$ cat src/hw/exe_pkg.sv
// widths, operation codes and bundle types shared by the blocks of the execute stage
// modules pull these in with a wildcard import in their header
package exe_pkg;

  localparam int XLEN      = 64;
  localparam int RIDX_W    = 5;
  localparam int SHAMT_W   = $clog2(XLEN); // shift amount comes from the low bits of op2
  localparam int MUL_STEPS = 64;           // one multiplier bit retired per cycle
  localparam int MUL_CNT_W = $clog2(MUL_STEPS);

  // operation kind as handed over by decode
  typedef enum logic [4:0] {
    OP_ADD,
    OP_SUB,
    OP_AND,
    OP_OR,
    OP_XOR,
    OP_SLL,
    OP_SRL,
    OP_SRA,
    OP_SLT,
    OP_SLTU,
    OP_BRANCH, // condition picked by funct3
    OP_JAL,
    OP_JALR,
    OP_LOAD,
    OP_STORE,
    OP_MUL
  } exe_op_e;

  typedef struct packed {
    exe_op_e           op;
    logic [2:0]        funct3;
    logic [XLEN-1:0]   pc;
    logic [XLEN-1:0]   op1;
    logic [XLEN-1:0]   op2;
    logic [XLEN-1:0]   imm;
    logic [XLEN-1:0]   pc_pred; // next pc that fetch went on with
    logic [RIDX_W-1:0] rd;
    logic              rd_wen;
  } decoded_t;

  typedef struct packed {
    logic [XLEN-1:0]   pc;
    logic [XLEN-1:0]   rd_wdata;
    logic [XLEN-1:0]   memaddr;
    logic [XLEN-1:0]   pc_jmpaddr;
    logic [2:0]        funct3;
    logic [RIDX_W-1:0] rd;
    logic              rd_wen;
    logic              memren;
    logic              memwen;
    logic              pc_jmp; // fetch has to be redirected to pc_jmpaddr
  } executed_t;

  // single-cycle part of the result
  typedef struct packed {
    logic [XLEN-1:0] rd_wdata;
    logic [XLEN-1:0] memaddr;
    logic [XLEN-1:0] next_pc;
    logic            memren;
    logic            memwen;
  } alu_res_t;

endpackage

$ cat src/hw/exe_ctrl.sv
// sequencing of the execute stage, owns the decoded and executed handshakes
// a single instruction is held from its decoded transfer until its executed transfer
module exe_ctrl (
  input  logic clk,
  input  logic rst,
  input  logic i_decoded_req,
  input  logic i_is_mul,       // op of the instruction being offered
  input  logic i_iter_done,
  input  logic i_executed_ack,
  output logic o_decoded_ack,
  output logic o_load,
  output logic o_start,
  output logic o_executed_req
);

  typedef enum logic [1:0] {
    IDLE,
    MUL_RUN,
    DONE
  } state_e;

  state_e state;
  state_e state_nxt;

  always_ff @(posedge clk) begin
    if (rst) begin
      state <= IDLE;
    end else begin
      state <= state_nxt;
    end
  end

  always_comb begin
    state_nxt = state;
    case (state)
      IDLE: begin
        if (o_load) begin
          state_nxt = i_is_mul ? MUL_RUN : DONE;
        end
      end
      MUL_RUN: begin
        if (i_iter_done) begin
          state_nxt = DONE;
        end
      end
      DONE: begin
        if (i_executed_ack) begin
          state_nxt = IDLE; // ack is high again on the next cycle
        end
      end
      default: state_nxt = IDLE;
    endcase
  end

  // only accept while nothing is in flight so a running multiply is never overwritten
  assign o_decoded_ack  = (state == IDLE);
  assign o_load         = i_decoded_req & o_decoded_ack;
  assign o_start        = o_load & i_is_mul;
  assign o_executed_req = (state == DONE);

endmodule

$ cat src/hw/iter_timer.sv
// iteration counter for the multiplier, started together with it
// o_done stays high while idle so the controller can leave MUL_RUN on it
module iter_timer
  import exe_pkg::*;
(
  input  logic clk,
  input  logic rst,
  input  logic i_start,
  output logic o_done
);

  logic [MUL_CNT_W-1:0] cnt;

  // loaded one short so that done is seen on the edge that retires the last bit
  always_ff @(posedge clk) begin
    if (rst) begin
      cnt <= '0;
    end else if (i_start) begin
      cnt <= MUL_CNT_W'(MUL_STEPS - 1);
    end else if (cnt != '0) begin
      cnt <= cnt - 1'b1;
    end
  end

  assign o_done = (cnt == '0) & ~i_start;

endmodule

$ cat src/hw/alu_unit.sv
// single-cycle datapath of the execute stage
// arithmetic, compares, branch resolution, next pc and load/store address
module alu_unit
  import exe_pkg::*;
(
  input  decoded_t i_dec,
  output alu_res_t o_res
);

  logic [XLEN-1:0]    pc_plus4;
  logic [XLEN-1:0]    pc_target;
  logic [XLEN-1:0]    reg_target;
  logic [XLEN-1:0]    alu_out;
  logic [SHAMT_W-1:0] shamt;
  logic               eq;
  logic               lt;
  logic               ltu;
  logic               taken;

  assign pc_plus4   = i_dec.pc + XLEN'(4);
  assign pc_target  = i_dec.pc + i_dec.imm;
  assign reg_target = i_dec.op1 + i_dec.imm; // jalr target and load/store address
  assign shamt      = i_dec.op2[SHAMT_W-1:0];

  assign eq  = (i_dec.op1 == i_dec.op2);
  assign lt  = ($signed(i_dec.op1) < $signed(i_dec.op2));
  assign ltu = (i_dec.op1 < i_dec.op2);

  always_comb begin
    case (i_dec.funct3)
      3'b000:  taken = eq;   // beq
      3'b001:  taken = ~eq;  // bne
      3'b100:  taken = lt;   // blt
      3'b101:  taken = ~lt;  // bge
      3'b110:  taken = ltu;  // bltu
      3'b111:  taken = ~ltu; // bgeu
      default: taken = 1'b0;
    endcase
  end

  always_comb begin
    case (i_dec.op)
      OP_ADD:  alu_out = i_dec.op1 + i_dec.op2;
      OP_SUB:  alu_out = i_dec.op1 - i_dec.op2;
      OP_AND:  alu_out = i_dec.op1 & i_dec.op2;
      OP_OR:   alu_out = i_dec.op1 | i_dec.op2;
      OP_XOR:  alu_out = i_dec.op1 ^ i_dec.op2;
      OP_SLL:  alu_out = i_dec.op1 << shamt;
      OP_SRL:  alu_out = i_dec.op1 >> shamt;
      OP_SRA:  alu_out = $unsigned($signed(i_dec.op1) >>> shamt);
      OP_SLT:  alu_out = XLEN'(lt);
      OP_SLTU: alu_out = XLEN'(ltu);
      default: alu_out = '0;
    endcase
  end

  always_comb begin
    o_res          = '0;
    o_res.next_pc  = pc_plus4;

    case (i_dec.op)
      OP_BRANCH: begin
        if (taken) begin
          o_res.next_pc = pc_target;
        end
      end
      OP_JAL: begin
        o_res.rd_wdata = pc_plus4;
        o_res.next_pc  = pc_target;
      end
      OP_JALR: begin
        o_res.rd_wdata = pc_plus4;
        o_res.next_pc  = {reg_target[XLEN-1:1], 1'b0};
      end
      OP_LOAD: begin
        o_res.memaddr = reg_target; // data comes back in the memory stage
        o_res.memren  = 1'b1;
      end
      OP_STORE: begin
        o_res.rd_wdata = i_dec.op2; // store data travels in rd_wdata
        o_res.memaddr  = reg_target;
        o_res.memwen   = 1'b1;
      end
      OP_MUL: begin
        o_res.rd_wdata = '0;
      end
      default: begin
        o_res.rd_wdata = alu_out;
      end
    endcase
  end

endmodule

$ cat src/hw/mul_unit.sv
// shift-add multiplier, one bit of the multiplier per cycle
// gives the low XLEN bits of the product, which is the same for signed and unsigned
module mul_unit
  import exe_pkg::*;
(
  input  logic            clk,
  input  logic            rst,
  input  logic            i_start,
  input  logic [XLEN-1:0] i_op1,
  input  logic [XLEN-1:0] i_op2,
  output logic [XLEN-1:0] o_product
);

  logic [XLEN-1:0] mcand;  // shifted left each step, bits past XLEN drop off
  logic [XLEN-1:0] mplier; // shifted right each step
  logic [XLEN-1:0] acc;
  logic [XLEN-1:0] acc_add;

  // partial product for the current multiplier bit
  assign acc_add = mplier[0] ? mcand : '0;

  always_ff @(posedge clk) begin
    if (rst) begin
      mcand  <= '0;
      mplier <= '0;
      acc    <= '0;
    end else if (i_start) begin
      mcand  <= i_op1;
      mplier <= i_op2;
      acc    <= '0;
    end else begin
      // once the multiplier is empty nothing more is added and acc holds
      acc    <= acc + acc_add;
      mcand  <= mcand << 1;
      mplier <= mplier >> 1;
    end
  end

  assign o_product = acc;

endmodule

$ cat src/hw/exe_stage.sv
// execute stage top, takes one decoded instruction and offers its executed bundle
// result fields read zero whenever no result is being offered
module exe_stage
  import exe_pkg::*;
(
  input  logic      clk,
  input  logic      rst,
  input  logic      i_decoded_req,
  output logic      o_decoded_ack,
  input  decoded_t  i_decoded,
  output logic      o_executed_req,
  input  logic      i_executed_ack,
  output executed_t o_executed
);

  decoded_t        dec_q;
  alu_res_t        alu_res;
  executed_t       exe_d;
  logic            load;
  logic            start;
  logic            iter_done;
  logic [XLEN-1:0] product;

  exe_ctrl u_ctrl (
    .clk            (clk),
    .rst            (rst),
    .i_decoded_req  (i_decoded_req),
    .i_is_mul       (i_decoded.op == OP_MUL),
    .i_iter_done    (iter_done),
    .i_executed_ack (i_executed_ack),
    .o_decoded_ack  (o_decoded_ack),
    .o_load         (load),
    .o_start        (start),
    .o_executed_req (o_executed_req)
  );

  // held for the whole time the instruction is in flight
  always_ff @(posedge clk) begin
    if (load) begin
      dec_q <= i_decoded;
    end
  end

  iter_timer u_timer (
    .clk     (clk),
    .rst     (rst),
    .i_start (start),
    .o_done  (iter_done)
  );

  // operands taken straight from the input, the latch fills on the same edge
  mul_unit u_mul (
    .clk       (clk),
    .rst       (rst),
    .i_start   (start),
    .i_op1     (i_decoded.op1),
    .i_op2     (i_decoded.op2),
    .o_product (product)
  );

  alu_unit u_alu (
    .i_dec (dec_q),
    .o_res (alu_res)
  );

  always_comb begin
    exe_d            = '0;
    exe_d.pc         = dec_q.pc;
    exe_d.rd_wdata   = (dec_q.op == OP_MUL) ? product : alu_res.rd_wdata;
    exe_d.memaddr    = alu_res.memaddr;
    exe_d.pc_jmpaddr = alu_res.next_pc;
    exe_d.funct3     = dec_q.funct3;
    exe_d.rd         = dec_q.rd;
    exe_d.rd_wen     = dec_q.rd_wen;
    exe_d.memren     = alu_res.memren;
    exe_d.memwen     = alu_res.memwen;
    exe_d.pc_jmp     = (alu_res.next_pc != dec_q.pc_pred); // misprediction, redirect fetch
  end

  assign o_executed = o_executed_req ? exe_d : '0;

endmodule

$ cat config.mk
export PLATFORM = sky130hd
export DESIGN_NAME = exe_stage
export DESIGN_NICKNAME = d
export VERILOG_FILES = /design/src/hw/exe_pkg.sv /design/src/hw/exe_ctrl.sv /design/src/hw/iter_timer.sv /design/src/hw/alu_unit.sv /design/src/hw/mul_unit.sv /design/src/hw/exe_stage.sv
export SDC_FILE = /design/constraint.sdc
export NUM_CORES = 2
export LEC_CHECK = 0
export BUFFER_PORTS_ARGS = -buffer_cell sky130_fd_sc_hd__buf_2
export CORE_UTILIZATION = 25
export DETAILED_ROUTE_END_ITERATION = 12
export MAX_ROUTING_LAYER = met4
export PLACE_DENSITY = 0.52
export RECOVER_POWER = 25
export SLEW_MARGIN = 30
export SYNTH_ARGS = -nofsm -noshare
export SYNTH_HDL_FRONTEND = slang
export SYNTH_SLANG_ARGS = --single-unit
$ cat constraint.sdc
create_clock -name clk -period 14.4 [get_ports clk]
set_clock_uncertainty 0.05 [all_clocks]
set_input_delay 2.88 -clock clk [delete_from_list [all_inputs] [get_ports clk]]
set_output_delay 2.88 -clock clk [all_outputs]
set_load 0.01 [all_outputs]
Word level (Yosys, flattened, before mapping)
Index checks and enable logic that the tools add are counted.
{"block": "word_totals", "ff_bits": 534, "in_bits": 338, "output_inout_bits": 270, "wordCells": 98}
{"block": "op_classes", "add_sub_neg": 7, "magnitude_cmp": 2, "n_eq_ne": 28, "n_shift": 3, "muxes": 20, "n_bitwise": 10, "reduce_logical": 12}
{"operator": "$pmux W64 S10", "count": 1}
{"operator": "$pmux W64 S3", "count": 2}
{"operator": "$mux W64", "count": 5}
{"operator": "$mux W268", "count": 1}
{"operator": "$add A64 B64 Y64", "count": 4}
{"operator": "$lt A64 B64 Y1", "count": 2}
{"operator": "$add A64 B3 Y64 const B", "count": 1}
{"operator": "$and A64 B64 Y64", "count": 1}
{"operator": "$eq A64 B64 Y1", "count": 1}
{"operator": "$ne A64 B64 Y1", "count": 1}
{"operator": "$or A64 B64 Y64", "count": 1}
{"operator": "$shl A64 B6 Y64", "count": 1}
{"operator": "$shr A64 B6 Y64", "count": 1}
{"operator": "$sshr A64 B6 Y64", "count": 1}
{"operator": "$sub A64 B64 Y64", "count": 1}
{"operator": "$xor A64 B64 Y64", "count": 1}
{"operator": "$mux W63", "count": 1}
{"operator": "$eq A5 B4 Y1 const B", "count": 9}
{"operator": "$eq A5 B3 Y1 const B", "count": 4}
{"operator": "$eq A3 B3 Y1 const B", "count": 4}
{"operator": "$mux W6", "count": 2}
{"operator": "$eq A5 B2 Y1 const B", "count": 2}
{"operator": "$reduce_or A2 Y1", "count": 5}
{"operator": "$mux W2", "count": 4}
{"operator": "other kinds (19)", "count": 26}

Logic depth before layout (Yosys ltp)
{"block": "depth", "word_depth": 7, "mapped_depth": 25, "ltp_nobuf": 20}

Cells and area by module
Synthesis repeated with hierarchy kept, for this count alone.
{"block": "unflattened", "hier_cells": 6657, "hier_area_um2": 53626.4}
{"mod": "alu_unit", "instances": 1, "cells_each": 4487, "area_per_inst_um2": 29371.9, "seq_area_each_um2": 0.0}
{"mod": "exe_stage", "instances": 1, "cells_each": 863, "area_per_inst_um2": 13212.7, "seq_area_each_um2": 10029.6}
{"mod": "mul_unit", "instances": 1, "cells_each": 1254, "area_per_inst_um2": 10577.6, "seq_area_each_um2": 3843.7}
{"mod": "iter_timer", "instances": 1, "cells_each": 40, "area_per_inst_um2": 342.8, "seq_area_each_um2": 120.1}
{"mod": "exe_ctrl", "instances": 1, "cells_each": 13, "area_per_inst_um2": 121.4, "seq_area_each_um2": 40.0}

Least setup slack after synthesis
Ideal clock, no wire load.
{"block": "synth_path", "path_type": "input port to flip-flop", "startpoint": "input i_decoded_req", "endpoint": "register dec_q[0] (netlist bit), enable pin", "setup_ps": 740, "arrival_ps": 10404, "required_time_ps": 13610, "slack_ps": 3206, "stages": 1, "path_buffers": 0, "path_cell_list": "and2_1"}
{"block": "synth_via", "elab_chain_cells": 1}
{"element": "start: declaration", "line_no": "exe_stage.sv:8", "source": "input logic i_decoded_req,"}
{"element": "$and A1 B1 Y1", "line_no": "exe_ctrl.sv:57", "source": "assign o_load = i_decoded_req & o_decoded_ack;"}
{"element": "end signal: assignment", "line_no": "exe_stage.sv:40", "source": "dec_q <= i_decoded;"}
{"element": "end: declaration", "line_no": "exe_stage.sv:16", "source": "decoded_t dec_q;"}
No other way between the ends.
A chain may end at the register's enable or synchronous reset.

==> impl_metrics.env <==
export IMPL_regArea_mm2=0.01403
export IMPL_grt_max_degree=132
export IMPL_synth_edff_count=334
export IMPL_critPathLaunchType="flip-flop"
export IMPL_clk_pin_slew_ns=0.06
export IMPL_worstSetupEndpointType="output pin"
export IMPL_finalWorstSetupSlack_ns=2.830
export IMPL_setup_tns_final_ns=0
export IMPL_antenna_found_initial=28
export IMPL_ant_nets=0
export IMPL_period_share_pct=80.35
export IMPL_synth_avg_cell_area_um2=7.847
export IMPL_min_period_ns=11.57
export IMPL_ys_ff_latch=534
export IMPL_final_cell_mix="nor2_1 (705), a21oi_1 (638), nand2_1 (620)"
export IMPL_ys_types=101
export IMPL_setup_viol=0
export IMPL_synth_top_family_by_area="compound AO/OA/AOI/OAI gates"
export IMPL_drc=0
export IMPL_drive_gt1_share_pct=12.38
export IMPL_clock_fmax_mhz=86.43
export IMPL_cts_buffers=66
export IMPL_fillCellCount=21720
export IMPL_worst_r2r_cell_count=21
export IMPL_peakVddDrop_uv=74.25
export IMPL_cap_violations=0
export IMPL_cts_tree="done"
export IMPL_wirelength_mm=305.8
export IMPL_holdPathStages=2
export IMPL_port_buffers=607
export IMPL_synth_xor_area_share_pct=4.598
export IMPL_place_hpwl_mm=249.3
export IMPL_start_util_pct=25.27
export IMPL_hold_path_class="flip-flop to flip-flop"
export IMPL_yosys_top_cells_area="edfxtp_1 (20%), ha_1 (9.5%), dfxtp_1 (7.9%)"
export IMPL_slew_violations=0
export IMPL_relSlewSlack_pct=20.87
export IMPL_grt_pass1_vias=51710
export IMPL_avgRoutedWirePerCell_um=31.97
export IMPL_rsz0062_at_grt="false"
export IMPL_postSynthCellCount=6457
export IMPL_vias=55000
export IMPL_cts_resized=0
export IMPL_nNetsFinal=7564
export IMPL_ys_flop_type="edfxtp_1"
export IMPL_synth_compound_area_share_pct=27.98
export IMPL_synth_top_area_share_pct=19.79
export IMPL_grt_total_usage_pct=29.52
export IMPL_hold_buffers=0
export IMPL_vias_per_cell=5.750
export IMPL_first_pass_iters=8
export IMPL_ys_seq_area_share_pct=27.70
export IMPL_grt_overflow_total=0
export IMPL_synthesis_area_mm2=0.05067
export IMPL_tightest_slew_ns=1.179
export IMPL_clockBufferDepth=3
export IMPL_dp_cells=9425
export IMPL_synth_mux_area_share_pct=5.386
export IMPL_critPathKind="flip-flop to output pin"
export IMPL_synthAdderAreaFrac_pct=9.680
export IMPL_insertion_delay_ns=0.73
export IMPL_core_rowCount=164
export IMPL_r2r_setup_slack_ns=7.52
export IMPL_crit_arrival_ns=8.64
export IMPL_syn_to_final_growth_pct=15.89
export IMPL_async_reset_ff_share_pct=0
export IMPL_synth_top_area_cell="edfxtp_1"
export IMPL_multiInputGateArea_mm2=0.03431
export IMPL_die_x_um=452.2
export IMPL_r2r_end="u_mul.o_product[62]$_SDFF_PP0_"
export IMPL_power_density_mw_per_mm2=93.97
export IMPL_drt_initial_drc_count=6614
export IMPL_core_area_mm2=0.2005
export IMPL_hold_viol=0
export IMPL_pre_cts_slack_ns=3.974
export IMPL_cts_root_buf="clkbuf_16"
export IMPL_h_tree_depth=3
export IMPL_cp_required_ns=11.47
export IMPL_fin_cells=9565
export IMPL_globalplace_congestion=1.050
export IMPL_status="finished clean"
export IMPL_finish_utilization_pct=29.29
export IMPL_yosysWarnings=0
export IMPL_final_common_cell="nor2_1"
export IMPL_cts_setup_buffers=0
export IMPL_die_area_mm2=0.2045
export IMPL_grt_pass1_wl_mm=414.9
export IMPL_ios=608
export IMPL_r2r_start="u_mul.mplier[0]$_SDFF_PP0_"
export IMPL_whs_endpoint="u_mul.mplier[13]$_SDFF_PP0_"
export IMPL_syn_nets=7184
export IMPL_die_y_um=452.2
export IMPL_power_leakage_uw=0.02434
export IMPL_crit_fanout=92
export IMPL_cts_sink_count=534
export IMPL_min_delay_start="u_mul.mplier[14]$_SDFF_PP0_"
export IMPL_p_total_uw=5518
export IMPL_yosys_area_share_simple_pct=19.66
==> cell usage after synthesis, drive strengths merged (26+ instances only) <==
master	n
a211oi	76
a21o	182
a21oi	642
a221o	39
a221oi	61
a22oi	58
a31oi	84
and2	185
and3	63
buf	73
clkbuf	335
dfxtp	200
edfxtp	334
ha	384
inv	256
mux2i	240
nand2	625
nand2b	60
nand3	112
nand4	65
nor2	718
nor2b	50
nor3	94
nor4	34
o2111ai	40
o211ai	65
o21a	44
o21ai	488
o21bai	85
o221ai	40
o22ai	70
o31ai	33
or2	26
or3	26
xnor2	140
xor2	126
==> cell type report <==
cell class                      instances  share of cell area, %
Sequential cell                       534                  23.90
Antenna cell                           19                0.08097
Clock inverter                         28                 0.4134
Tap cell                             2656                  5.659
Multi-Input combinational cell       5256                  58.43
Inverter                              259                  1.673
Clock buffer                           93                  3.354
Timing Repair Buffer                  720                  6.490
==> state kept, by name, summed over array words and instances (netlist names) <==
signal	cells
u_mul.o_product	64
dec_q	334
u_mul.mplier	64
u_mul.mcand	64
u_ctrl.state	2
u_timer.cnt	6
==> cells by family (layout without fill, tap and decap cells) <==
logic type | after synthesis | count (layout)
simple gates | 2137 | 2137
fa+ha+maj | 389 | 389
compound gates | 2204 | 2204
other cells | 0 | 19
mux | 260 | 260
buf+inv | 667 | 1100
flops | 534 | 534
xor+xnor | 266 | 266
==> per-layer routing <==
metal  part of all wire [%]  GRT usage, %  vias up
met5                      0             -        -
met4                    5.0         12.92        0
met3                    7.9         4.752      459
met2                     45         45.38     2864
met1                     43         38.00    27140
li1                       -             -    24540
==> worst max-delay path, cell delays in order (launching register included) <==
cell	delay, ns
edfxtp_1	0.37
buf_12	0.36
inv_2	0.37
ha_1	0.37
a2111oi_0	0.59
a211oi_1	0.25
a31oi_1	0.49
nand4_1	0.61
and2_1	0.52
a2111oi_4	0.56
and2_1	0.20
buf_4	0.35
a21oi_1	0.17
o21ba_2	0.24
nor4_1	0.44
nand4_1	0.34
nor4_1	0.53
nand4_1	0.45
nor4b_2	0.38
nor2_1	0.06
buf_2	0.15
==> through the flow <==
stage                     instance area (um2)  hold WS, ns
final                                   58720       0.3756
after global routing                    58690       0.4018
after CTS                               58750       0.3834
after detailed placement                56540       0.3745
after global placement                  56480       0.3687
after floorplan                         50670       0.3673
==> how the worst max path moves through the flow <==
stage,startpoint,cells after the start,to
floorplan,i_decoded_req,1,dec_q[0]$_DFFE_PP_
global placement,dec_q[138]$_DFFE_PP_,21,o_executed[0]
detailed placement,dec_q[138]$_DFFE_PP_,21,o_executed[0]
CTS,dec_q[138]$_DFFE_PP_,21,o_executed[0]
global route,dec_q[138]$_DFFE_PP_,19,o_executed[0]
finish,dec_q[138]$_DFFE_PP_,20,o_executed[0]
==> report_power, final <==
part | total [uW] | leakage, uW | internal (uW) | switching (uW)
Clock | 1720 | 0.00107 | 996 | 726
Sequential | 1850 | 0.00481 | 1710 | 134
Combinational | 1950 | 0.0185 | 592 | 1350
Total | 5520 | 0.0243 | 3300 | 2210
Note: power is estimated with default switching activity, not from simulation.
